[src/include/robCore_params.svh]
`ifndef ROBCORE_PARAMS_SVH
`define ROBCORE_PARAMS_SVH

// reorder buffer geometry
`define ROB_DEPTH 16
`define ROB_TAG_W 5     // tag 0 is reserved for "no tag"

// datapath widths
`define DATA_W 32
`define OPC_W 12
`define RD_W 5

`endif

[src/hdl/robPkg.sv]
`default_nettype none

`include "robCore_params.svh"

package robPkg;

    // encodings follow the {major, funct} split of the decoder front end
    typedef enum logic [`OPC_W-1:0] {
        opAdd = 12'h020,
        opSub = 12'h022,
        opAnd = 12'h024,
        opOr  = 12'h025,
        opJr  = 12'h008,
        opJ   = 12'h080,
        opJal = 12'h0C0,
        opBeq = 12'h100,
        opBne = 12'h140,
        opLw  = 12'h8C0,
        opSw  = 12'hAC0,
        opHlt = 12'hFC0
    } instOp;

    typedef struct packed {
        logic isBranch;      // entry starts speculative
        logic readyAtIssue;  // no write-back expected
        logic regWrite;
        logic memRead;
        logic memWrite;
    } entryAttr;

endpackage

`default_nettype wire

[src/hdl/cdbIf.sv]
`timescale 1ns/1ps
`default_nettype none

`include "robCore_params.svh"

interface cdbIf;

    logic [`ROB_TAG_W-1:0] tag;     // 0 means idle
    logic [`DATA_W-1:0]    data;
    logic                  branchTaken;
    logic                  exception;

    modport drv (output tag, output data, output branchTaken, output exception);

    modport rcv (input tag, input data, input branchTaken, input exception);

endinterface

`default_nettype wire

[src/hdl/instDecode.sv]
`timescale 1ns/1ps
`default_nettype none

`include "robCore_params.svh"

module instDecode import robPkg::*; (
    input  wire instOp    opcode,
    output entryAttr      attr
);

    always_comb begin
        attr          = '0;
        attr.regWrite = 1'b1;   // alu default, also covers unknown opcodes

        case (opcode)
            opLw: begin
                attr.memRead = 1'b1;
            end
            opSw: begin
                attr.memWrite = 1'b1;
                attr.regWrite = 1'b0;
            end
            opBeq, opBne: begin
                attr.isBranch = 1'b1;   // waits for the branch decision
                attr.regWrite = 1'b0;
            end
            opJ, opJr: begin
                attr.regWrite = 1'b0;
            end
            opJal, opHlt: begin
                attr.readyAtIssue = 1'b1;   // nothing left to execute
            end
            default: begin
            end
        endcase
    end

endmodule

`default_nettype wire

[src/hdl/reorderBuffer.sv]
`timescale 1ns/1ps
`default_nettype none

`include "robCore_params.svh"

module reorderBuffer import robPkg::*; (
    input  wire logic                  clk,
    input  wire logic                  rst,
    input  wire logic                  instValid,
    input  wire instOp                 opcode,
    input  wire logic [`DATA_W-1:0]    pc,
    input  wire logic [`RD_W-1:0]      rd,
    input  wire logic                  prediction,
    input  wire logic [`DATA_W-1:0]    branchTarget,
    input  wire entryAttr              attr,
    cdbIf.rcv                          cdbA,
    cdbIf.rcv                          cdbB,
    input  wire logic [`ROB_TAG_W-1:0] readTag1,
    input  wire logic [`ROB_TAG_W-1:0] readTag2,
    output logic [`DATA_W-1:0]         readData1,
    output logic [`DATA_W-1:0]         readData2,
    output logic                       readReady1,
    output logic                       readReady2,
    output logic                       full,
    output logic [`ROB_TAG_W-1:0]      allocTag,
    output logic                       headBusy,
    output logic                       headReady,
    output logic                       headSpec,
    output logic                       headExc,
    output instOp                      headOpcode,
    output logic [`DATA_W-1:0]         headPc,
    output logic [`RD_W-1:0]           headRd,
    output logic [`DATA_W-1:0]         headData,
    output entryAttr                   headAttr,
    input  wire logic                  retire,
    input  wire logic                  flushAll
);

    localparam int IDX_W = `ROB_TAG_W - 1;
    localparam logic [`ROB_TAG_W-1:0] DEPTH = `ROB_DEPTH;

    function automatic logic [IDX_W-1:0] tagIdx(input logic [`ROB_TAG_W-1:0] tag);
        logic [`ROB_TAG_W-1:0] idx;
        idx = tag - 1'b1;           // tags run 1..16
        return idx[IDX_W-1:0];
    endfunction

    function automatic logic [`ROB_TAG_W-1:0] nextPtr(input logic [`ROB_TAG_W-1:0] ptr);
        return (ptr == DEPTH) ? `ROB_TAG_W'(1) : ptr + 1'b1;
    endfunction

    // control state
    logic                  busy [`ROB_DEPTH];
    logic                  ready [`ROB_DEPTH];
    logic                  spec [`ROB_DEPTH];
    logic                  exc [`ROB_DEPTH];
    logic [`ROB_TAG_W-1:0] headPtr;
    logic [`ROB_TAG_W-1:0] tailPtr;
    logic [`ROB_TAG_W-1:0] count;

    // payload
    instOp                 opcodeMem [`ROB_DEPTH];
    logic [`DATA_W-1:0]    pcMem [`ROB_DEPTH];
    logic [`RD_W-1:0]      rdMem [`ROB_DEPTH];
    logic [`DATA_W-1:0]    dataMem [`ROB_DEPTH];
    entryAttr              attrMem [`ROB_DEPTH];
    logic                  predMem [`ROB_DEPTH];

    // both cdb ports flattened so one loop serves them
    logic [`ROB_TAG_W-1:0] wbTag [2];
    logic [`DATA_W-1:0]    wbData [2];
    logic                  wbTaken [2];
    logic                  wbExc [2];
    logic [IDX_W-1:0]      wbIdx [2];
    logic                  wbHit [2];

    logic [IDX_W-1:0]      headIdx;
    logic [IDX_W-1:0]      tailIdx;
    logic                  dispatch;

    assign wbTag[0]   = cdbA.tag;
    assign wbData[0]  = cdbA.data;
    assign wbTaken[0] = cdbA.branchTaken;
    assign wbExc[0]   = cdbA.exception;
    assign wbTag[1]   = cdbB.tag;
    assign wbData[1]  = cdbB.data;
    assign wbTaken[1] = cdbB.branchTaken;
    assign wbExc[1]   = cdbB.exception;

    always_comb begin
        for (int p = 0; p < 2; p++) begin
            wbIdx[p] = tagIdx(wbTag[p]);
            wbHit[p] = (wbTag[p] != '0) && busy[wbIdx[p]];  // stale tags are ignored
        end
    end

    assign headIdx  = tagIdx(headPtr);
    assign tailIdx  = tagIdx(tailPtr);
    assign full     = (count == DEPTH);
    assign allocTag = tailPtr;
    assign dispatch = instValid && !full && !flushAll;

    assign readData1  = dataMem[tagIdx(readTag1)];
    assign readData2  = dataMem[tagIdx(readTag2)];
    assign readReady1 = ready[tagIdx(readTag1)];
    assign readReady2 = ready[tagIdx(readTag2)];

    assign headBusy   = busy[headIdx];
    assign headReady  = ready[headIdx];
    assign headSpec   = spec[headIdx];
    assign headExc    = exc[headIdx];
    assign headOpcode = opcodeMem[headIdx];
    assign headPc     = pcMem[headIdx];
    assign headRd     = rdMem[headIdx];
    assign headData   = dataMem[headIdx];
    assign headAttr   = attrMem[headIdx];

    always_ff @(posedge clk or posedge rst) begin
        if (rst) begin
            for (int i = 0; i < `ROB_DEPTH; i++) begin
                busy[i]  <= 1'b0;
                ready[i] <= 1'b0;
                spec[i]  <= 1'b0;
                exc[i]   <= 1'b0;
            end
            headPtr <= `ROB_TAG_W'(1);
            tailPtr <= `ROB_TAG_W'(1);
            count   <= '0;
        end else if (flushAll) begin
            for (int i = 0; i < `ROB_DEPTH; i++) begin
                busy[i] <= 1'b0;
            end
            headPtr <= `ROB_TAG_W'(1);
            tailPtr <= `ROB_TAG_W'(1);
            count   <= '0;
        end else begin
            if (dispatch) begin
                busy[tailIdx]  <= 1'b1;
                ready[tailIdx] <= attr.readyAtIssue;
                spec[tailIdx]  <= attr.isBranch;
                exc[tailIdx]   <= 1'b0;
                tailPtr        <= nextPtr(tailPtr);
            end
            for (int p = 0; p < 2; p++) begin
                if (wbHit[p]) begin
                    // correct prediction drops speculation, a miss keeps it for the flush
                    spec[wbIdx[p]]  <= spec[wbIdx[p]] & (wbTaken[p] ^ predMem[wbIdx[p]]);
                    ready[wbIdx[p]] <= 1'b1;
                    exc[wbIdx[p]]   <= wbExc[p];
                end
            end
            if (retire) begin
                busy[headIdx] <= 1'b0;
                headPtr       <= nextPtr(headPtr);
            end
            case ({dispatch, retire})
                2'b10:   count <= count + 1'b1;
                2'b01:   count <= count - 1'b1;
                default: count <= count;
            endcase
        end
    end

    always_ff @(posedge clk) begin
        if (dispatch) begin
            opcodeMem[tailIdx] <= opcode;
            pcMem[tailIdx]     <= pc;
            rdMem[tailIdx]     <= rd;
            attrMem[tailIdx]   <= attr;
            predMem[tailIdx]   <= prediction;
            dataMem[tailIdx]   <= branchTarget;   // branches keep their target
        end
        for (int p = 0; p < 2; p++) begin
            if (wbHit[p] && !spec[wbIdx[p]]) begin
                dataMem[wbIdx[p]] <= wbData[p];
            end
        end
    end

    assert property (@(posedge clk) disable iff (rst) count <= DEPTH)
        else $error("entry count above buffer depth");

    // the commit decision must pick one action per head
    assert property (@(posedge clk) disable iff (rst) !(retire && flushAll))
        else $error("retire and flush requested together");

endmodule

`default_nettype wire

[src/hdl/commitUnit.sv]
`timescale 1ns/1ps
`default_nettype none

`include "robCore_params.svh"

module commitUnit import robPkg::*; (
    input  wire logic               clk,
    input  wire logic               rst,
    input  wire logic               headBusy,
    input  wire logic               headReady,
    input  wire logic               headSpec,
    input  wire logic               headExc,
    input  wire instOp              headOpcode,
    input  wire logic [`DATA_W-1:0] headPc,
    input  wire logic [`RD_W-1:0]   headRd,
    input  wire logic [`DATA_W-1:0] headData,
    input  wire entryAttr           headAttr,
    output logic                    retire,
    output logic                    flushAll,
    output logic                    commitValid,
    output logic [`OPC_W-1:0]       commitOpcode,
    output logic [`DATA_W-1:0]      commitPc,
    output logic [`RD_W-1:0]        commitRd,
    output logic [`DATA_W-1:0]      commitData,
    output logic                    commitRegWrite,
    output logic                    commitMemRead,
    output logic                    commitMemWrite,
    output logic                    flush,
    output logic                    wrongPrediction
);

    logic mispredict;
    logic excFlush;

    assign retire     = headBusy && headReady && !headSpec && !headExc;
    assign mispredict = headBusy && headReady && headSpec;   // still speculative after resolve
    assign excFlush   = headBusy && headExc && !headSpec;
    assign flushAll   = mispredict || excFlush;

    always_ff @(posedge clk or posedge rst) begin
        if (rst) begin
            commitValid     <= 1'b0;
            commitOpcode    <= '0;
            commitPc        <= '0;
            commitRd        <= '0;
            commitData      <= '0;
            commitRegWrite  <= 1'b0;
            commitMemRead   <= 1'b0;
            commitMemWrite  <= 1'b0;
            flush           <= 1'b0;
            wrongPrediction <= 1'b0;
        end else begin
            commitValid     <= retire;
            commitOpcode    <= (retire || flushAll) ? headOpcode : '0;
            commitPc        <= (retire || excFlush) ? headPc : '0;
            commitRd        <= retire ? headRd : '0;
            commitData      <= (retire || mispredict) ? headData : '0;  // target on a miss
            commitRegWrite  <= retire && headAttr.regWrite;
            commitMemRead   <= retire && headAttr.memRead;
            commitMemWrite  <= retire && headAttr.memWrite;
            flush           <= flushAll;
            wrongPrediction <= mispredict;
        end
    end

    assert property (@(posedge clk) disable iff (rst) !(commitValid && flush))
        else $error("commit and flush reported in the same cycle");

endmodule

`default_nettype wire

[src/hdl/robCore.sv]
`timescale 1ns/1ps
`default_nettype none

`include "robCore_params.svh"

module robCore import robPkg::*; (
    input  wire logic                  clk,
    input  wire logic                  rst,
    input  wire logic                  instValid,
    input  wire logic [`OPC_W-1:0]     instOpcode,
    input  wire logic [`DATA_W-1:0]    instPc,
    input  wire logic [`RD_W-1:0]      instRd,
    input  wire logic                  prediction,
    input  wire logic [`DATA_W-1:0]    branchTarget,
    input  wire logic [`ROB_TAG_W-1:0] cdb1Tag,
    input  wire logic [`DATA_W-1:0]    cdb1Data,
    input  wire logic                  cdb1Taken,
    input  wire logic                  cdb1Exception,
    input  wire logic [`ROB_TAG_W-1:0] cdb2Tag,
    input  wire logic [`DATA_W-1:0]    cdb2Data,
    input  wire logic                  cdb2Taken,
    input  wire logic                  cdb2Exception,
    input  wire logic [`ROB_TAG_W-1:0] readTag1,
    input  wire logic [`ROB_TAG_W-1:0] readTag2,
    output logic [`DATA_W-1:0]         readData1,
    output logic [`DATA_W-1:0]         readData2,
    output logic                       readReady1,
    output logic                       readReady2,
    output logic                       full,
    output logic [`ROB_TAG_W-1:0]      allocTag,
    output logic                       commitValid,
    output logic [`OPC_W-1:0]          commitOpcode,
    output logic [`DATA_W-1:0]         commitPc,
    output logic [`RD_W-1:0]           commitRd,
    output logic [`DATA_W-1:0]         commitData,
    output logic                       commitRegWrite,
    output logic                       commitMemRead,
    output logic                       commitMemWrite,
    output logic                       flush,
    output logic                       wrongPrediction
);

    entryAttr              decAttr;
    logic                  headBusy;
    logic                  headReady;
    logic                  headSpec;
    logic                  headExc;
    instOp                 headOpcode;
    logic [`DATA_W-1:0]    headPc;
    logic [`RD_W-1:0]      headRd;
    logic [`DATA_W-1:0]    headData;
    entryAttr              headAttr;
    logic                  retire;
    logic                  flushAll;

    cdbIf cdbPort1 ();
    cdbIf cdbPort2 ();

    assign cdbPort1.tag         = cdb1Tag;
    assign cdbPort1.data        = cdb1Data;
    assign cdbPort1.branchTaken = cdb1Taken;
    assign cdbPort1.exception   = cdb1Exception;
    assign cdbPort2.tag         = cdb2Tag;
    assign cdbPort2.data        = cdb2Data;
    assign cdbPort2.branchTaken = cdb2Taken;
    assign cdbPort2.exception   = cdb2Exception;

    instDecode uDecode (
        .opcode (instOp'(instOpcode)),   // unknown codes pass through as alu
        .attr   (decAttr)
    );

    reorderBuffer uRob (
        .clk          (clk),
        .rst          (rst),
        .instValid    (instValid),
        .opcode       (instOp'(instOpcode)),
        .pc           (instPc),
        .rd           (instRd),
        .prediction   (prediction),
        .branchTarget (branchTarget),
        .attr         (decAttr),
        .cdbA         (cdbPort1.rcv),
        .cdbB         (cdbPort2.rcv),
        .readTag1     (readTag1),
        .readTag2     (readTag2),
        .readData1    (readData1),
        .readData2    (readData2),
        .readReady1   (readReady1),
        .readReady2   (readReady2),
        .full         (full),
        .allocTag     (allocTag),
        .headBusy     (headBusy),
        .headReady    (headReady),
        .headSpec     (headSpec),
        .headExc      (headExc),
        .headOpcode   (headOpcode),
        .headPc       (headPc),
        .headRd       (headRd),
        .headData     (headData),
        .headAttr     (headAttr),
        .retire       (retire),
        .flushAll     (flushAll)
    );

    commitUnit uCommit (
        .clk             (clk),
        .rst             (rst),
        .headBusy        (headBusy),
        .headReady       (headReady),
        .headSpec        (headSpec),
        .headExc         (headExc),
        .headOpcode      (headOpcode),
        .headPc          (headPc),
        .headRd          (headRd),
        .headData        (headData),
        .headAttr        (headAttr),
        .retire          (retire),
        .flushAll        (flushAll),
        .commitValid     (commitValid),
        .commitOpcode    (commitOpcode),
        .commitPc        (commitPc),
        .commitRd        (commitRd),
        .commitData      (commitData),
        .commitRegWrite  (commitRegWrite),
        .commitMemRead   (commitMemRead),
        .commitMemWrite  (commitMemWrite),
        .flush           (flush),
        .wrongPrediction (wrongPrediction)
    );

endmodule

`default_nettype wire

[config.mk]
export PLATFORM = sky130hd
export DESIGN_NAME = robCore
export DESIGN_NICKNAME = d
export VERILOG_FILES = /design/src/hdl/robPkg.sv /design/src/hdl/cdbIf.sv /design/src/hdl/instDecode.sv /design/src/hdl/reorderBuffer.sv /design/src/hdl/commitUnit.sv /design/src/hdl/robCore.sv
export VERILOG_INCLUDE_DIRS = /design/src /design/src/include
export SDC_FILE = /design/constraint.sdc
export NUM_CORES = 2
export LEC_CHECK = 0
export BUFFER_PORTS_ARGS = -buffer_cell sky130_fd_sc_hd__buf_2
export CAP_MARGIN = 40
export CORE_MARGIN = 4
export CORE_UTILIZATION = 45
export DETAILED_ROUTE_END_ITERATION = 8
export MAX_ROUTING_LAYER = met4
export SLEW_MARGIN = 40
export SYNTH_ARGS = -nofsm -noshare
export SYNTH_HDL_FRONTEND = slang
export SYNTH_SLANG_ARGS = --single-unit
[constraint.sdc]
create_clock -name clk -period 9.1 [get_ports clk]
set_input_delay 1.82 -clock clk [delete_from_list [all_inputs] [get_ports clk]]
set_output_delay 1.82 -clock clk [all_outputs]
set_load 0.02 [all_outputs]
==> summary.txt <==
Timing
  • Hold Vio Cnt, Final: 0
  • Slew Limit Fails: 0
  • Post-route clock period utilization: 71.6%
  • Setup TNS: 0 ps
  • Final worst slack: 2590 ps
  • Setup-failing EPs final: 0
  • Crit path time final: 6510 ps
  • RSZ-0062 raised after global routing: false
  • Worst Max-Slew Pin Slew: 885 ps
  • Relative slew slack: 41.0%
  • Max Fclk: 0.154 GHz
  • Clk_skew: 32.9 ps

GRT
  • First-pass GRT wire length: 371 mm
  • Largest net degree at the start of global routing: 135
  • Vias in the first global route: 50400
  • GRT Util Overall: 29.2%
  • GRT Residual Overflow: 0
  • Initial antenna violation count: 41

Power and ir drop
  • Leakage: 31.9 nW
  • Max VDD drop: 0.000278 V
  • Power Dens Cells: 305 nW/um^2

Detailed routing
  • TritonRoute pass-1 iters: 8
  • DR vias: 51100
  • DRC errors left: 0
  • Vias per cell: 6.49
  • Antenna viol nets, final: 0
  • WL/cell: 33.2 um
  • Detailed Route WL: 261 mm
  • Iteration-0 DRC Markers: 6006

Finish
  • Area grow syn2layout: 12.8%
  • Final core utilization: 51.2%
  • Layout cells sized above 1: 27.6%
  • Fillers: 14400
  • Final Instance Area: 89500 um^2
  • Final Net Count: 5577

Hold path
  • Worst hold path class: register to register

Yosys
  • Post-synthesis simple-gate area fraction: 4.92%
  • Synth Net Count: 5480
  • Ys Warns: 0
  • Main synth FF type: edfxtp_1
  • Area share of xor/xnor cells in the synthesized design: 0.254%
  • Main combinational cell family by area after synthesis: multiplexers
  • Area fraction of the dominant cell type after synthesis: 51.5%
  • Syn Area/Cell: 15.0 um^2
  • Cell Area, Synth: 79300 um^2
  • Synth Area in Adders: 0.410%
  • Top-count cell post-synth: edfxtp_1
  • Synth Instances: 5281
  • Asr flop ratio synth: 10.9%
  • Sequential element share of the synthesized area: 56.7%
  • EDFF count, synth: 1360
  • Leading post-synthesis cells by instance count: edfxtp_1, mux4_2, mux2i_1
  • Netlist cell types: 83
  • Proportion of synthesized area in mux cells: 28.1%
  • Synth Area in Compound Gates: 6.58%
  • Yosys reg bits: 1526
  • Area contributors post-synth: edfxtp_1, mux4_2, mux2i_1, dfrtp_1, o21ai_0
  • Leading area contributor after synthesis: edfxtp_1

Placed design
  • Post-place instance area: 83600 um^2
  • Detailed Place HPWL: 143 mm
  • Post-Place Worst Slack: 2130 ps
  • Routability Congestion: 0.892
  • Port bufs: 329

Clock tree
  • CTS clk-pin slew, worst paths: 60 ps
  • Post-CTS setup buffers: 0
  • Num CTS Buffers: 170
  • Clock root cell: clkbuf_16
  • Clk_lat worst skew: 830 ps
  • CTS sink cnt: 1526
  • CTS max path bufs: 3
  • CTS resizes: 0
  • CTS tree: done
  • H-tree depth: 4
  • Hold_buf cts: 0

Setup path
  • Critical path buffers and inverters: 5
  • Critical path cell sequence: buf_8, inv_1, ha_4, buf_12, buf_4, mux4_2, mux4_2, buf_2
  • Maximum fanout along the worst path: 30
  • Crit-path most repeated cell: mux4_2
  • Crit-path slowest cell: mux4_2
  • Critical path capture point type: output pin
  • Cell family with most CP delay: buffers and inverters
  • Critical Path Source Type: input port
  • Arrival time at the worst endpoint: 4690 ps
  • CP required: 7280 ps
  • Class of the most critical setup path: input port to output pin
  • Crit-path max cell delay: 630 ps

Floorplan
  • Core box area: 175000 um^2
  • Die area: 183000 um^2
  • Row cnt: 153
  • Die W: 428 um
  • Die height: 428 um
  • # IOs: 332
  • Initial Util: 45.4%

Outcome
  • Status: finished, final reports clean

Flow run
  • MaxCap Viol Count: 0
## cells in the final DEF (no fill, tap or decap), types with 20 or more instances in the layout
master and instances:
diode_2 27, edfxtp_1 1360, mux4_2 707, nand2_1 501
clkbuf_16 171, buf_6 44, nor2b_1 89, dfrtp_1 164
ha_1 23, nor2_1 154, o21ai_0 454, nor3_1 20
clkinv_1 31, buf_2 327, clkbuf_1 45, inv_1 31
a211oi_1 172, buf_4 67, a21oi_1 139, mux2i_1 622
nand3_1 20
## metrics by stage
stage	total power [mW]	hold WS [ps]	cells
2_1_floorplan	16.7	444	5281
3_5_place_dp	20.4	469	7526
3_3_place_gp	20.2	466	7510
5_1_grt	28.4	507	7874
4_1_cts	27.4	483	7842
6_report	27.3	476	7874
## routing by layer
metal / track usage, % / part of all wire, % / routed length, um
met4: 12.4 / 4.6 / 12100
met2: 46.4 / 49 / 127000
met5: - / 0 / 0
met3: 4.87 / 8.3 / 21600
met1: 37.5 / 38 / 100000
## flip-flops by register name (all words and copies together), names as in the netlist
signal and flops:
uRob.exc 16, uRob.headPtr 5, uCommit.commitOpcode 12, uRob.rdMem 80, uCommit.flush 1, uRob.dataMem 512, uCommit.commitPc 32, uCommit.commitData 32
uCommit.wrongPrediction 1, uCommit.commitMemWrite 1, uCommit.commitMemRead 1, uRob.opcodeMem 192, uRob.ready 16, uRob.busy 16, uCommit.commitRd 5, uRob.pcMem 512
uRob.allocTag 5, uRob.attrMem 48, uCommit.commitRegWrite 1, uRob.spec 16, uCommit.commitValid 1, uRob.predMem 16, uRob.count 5
## where the power goes
group          switching (mW)  internal, mW  leakage (nW)
logic                    6.45          4.32          14.7
registers               0.559          8.98          14.5
clock network            2.97          3.99          2.72
total                    9.97          17.3          31.9
## path summary, 6_finish.rpt
kind / start / slack (ps) / depth (start not counted) / endpoint
min in group asynchronous: rst / 970 / 2 / uCommit.commitPc[26]$_DFF_PP0_
worst max register to register: uRob.headPtr[0]$_DFFE_PP1P_ / 2790 / 12 / uRob.dataMem[8][26]$_DFFE_PP_
worst min-delay path: uRob.exc[5]$_DFFE_PP0N_ / 480 / 1 / uRob.exc[5]$_DFFE_PP0N_
max in group asynchronous: rst / 6790 / 3 / uCommit.commitData[23]$_DFF_PP0_
worst min register to register: uRob.exc[5]$_DFFE_PP0N_ / 480 / 1 / uRob.exc[5]$_DFFE_PP0N_
worst max-delay path: readTag1[0] / 2590 / 8 / readData1[0]
## cell families after synthesis
family | count (synthesis)
flops | 1526
buf+inv | 590
mux | 1338
simple gates | 896
fa+ha+maj | 26
xor+xnor | 20
compound gates | 885
## cell type report
cell class | instances | area (um^2) | share of cell area [%]
repair buffers | 467 | 3260 | 3.64
clock inverters | 84 | 941 | 1.05
flip-flops and latches | 1526 | 45000 | 50.3
clock buffers | 232 | 4670 | 5.22
diodes | 27 | 67.6 | 0.0755
well taps | 2325 | 2910 | 3.25
multi-input cells | 3165 | 32400 | 36.2
inverters | 48 | 240 | 0.269
(Power assumes the default switching activity.)
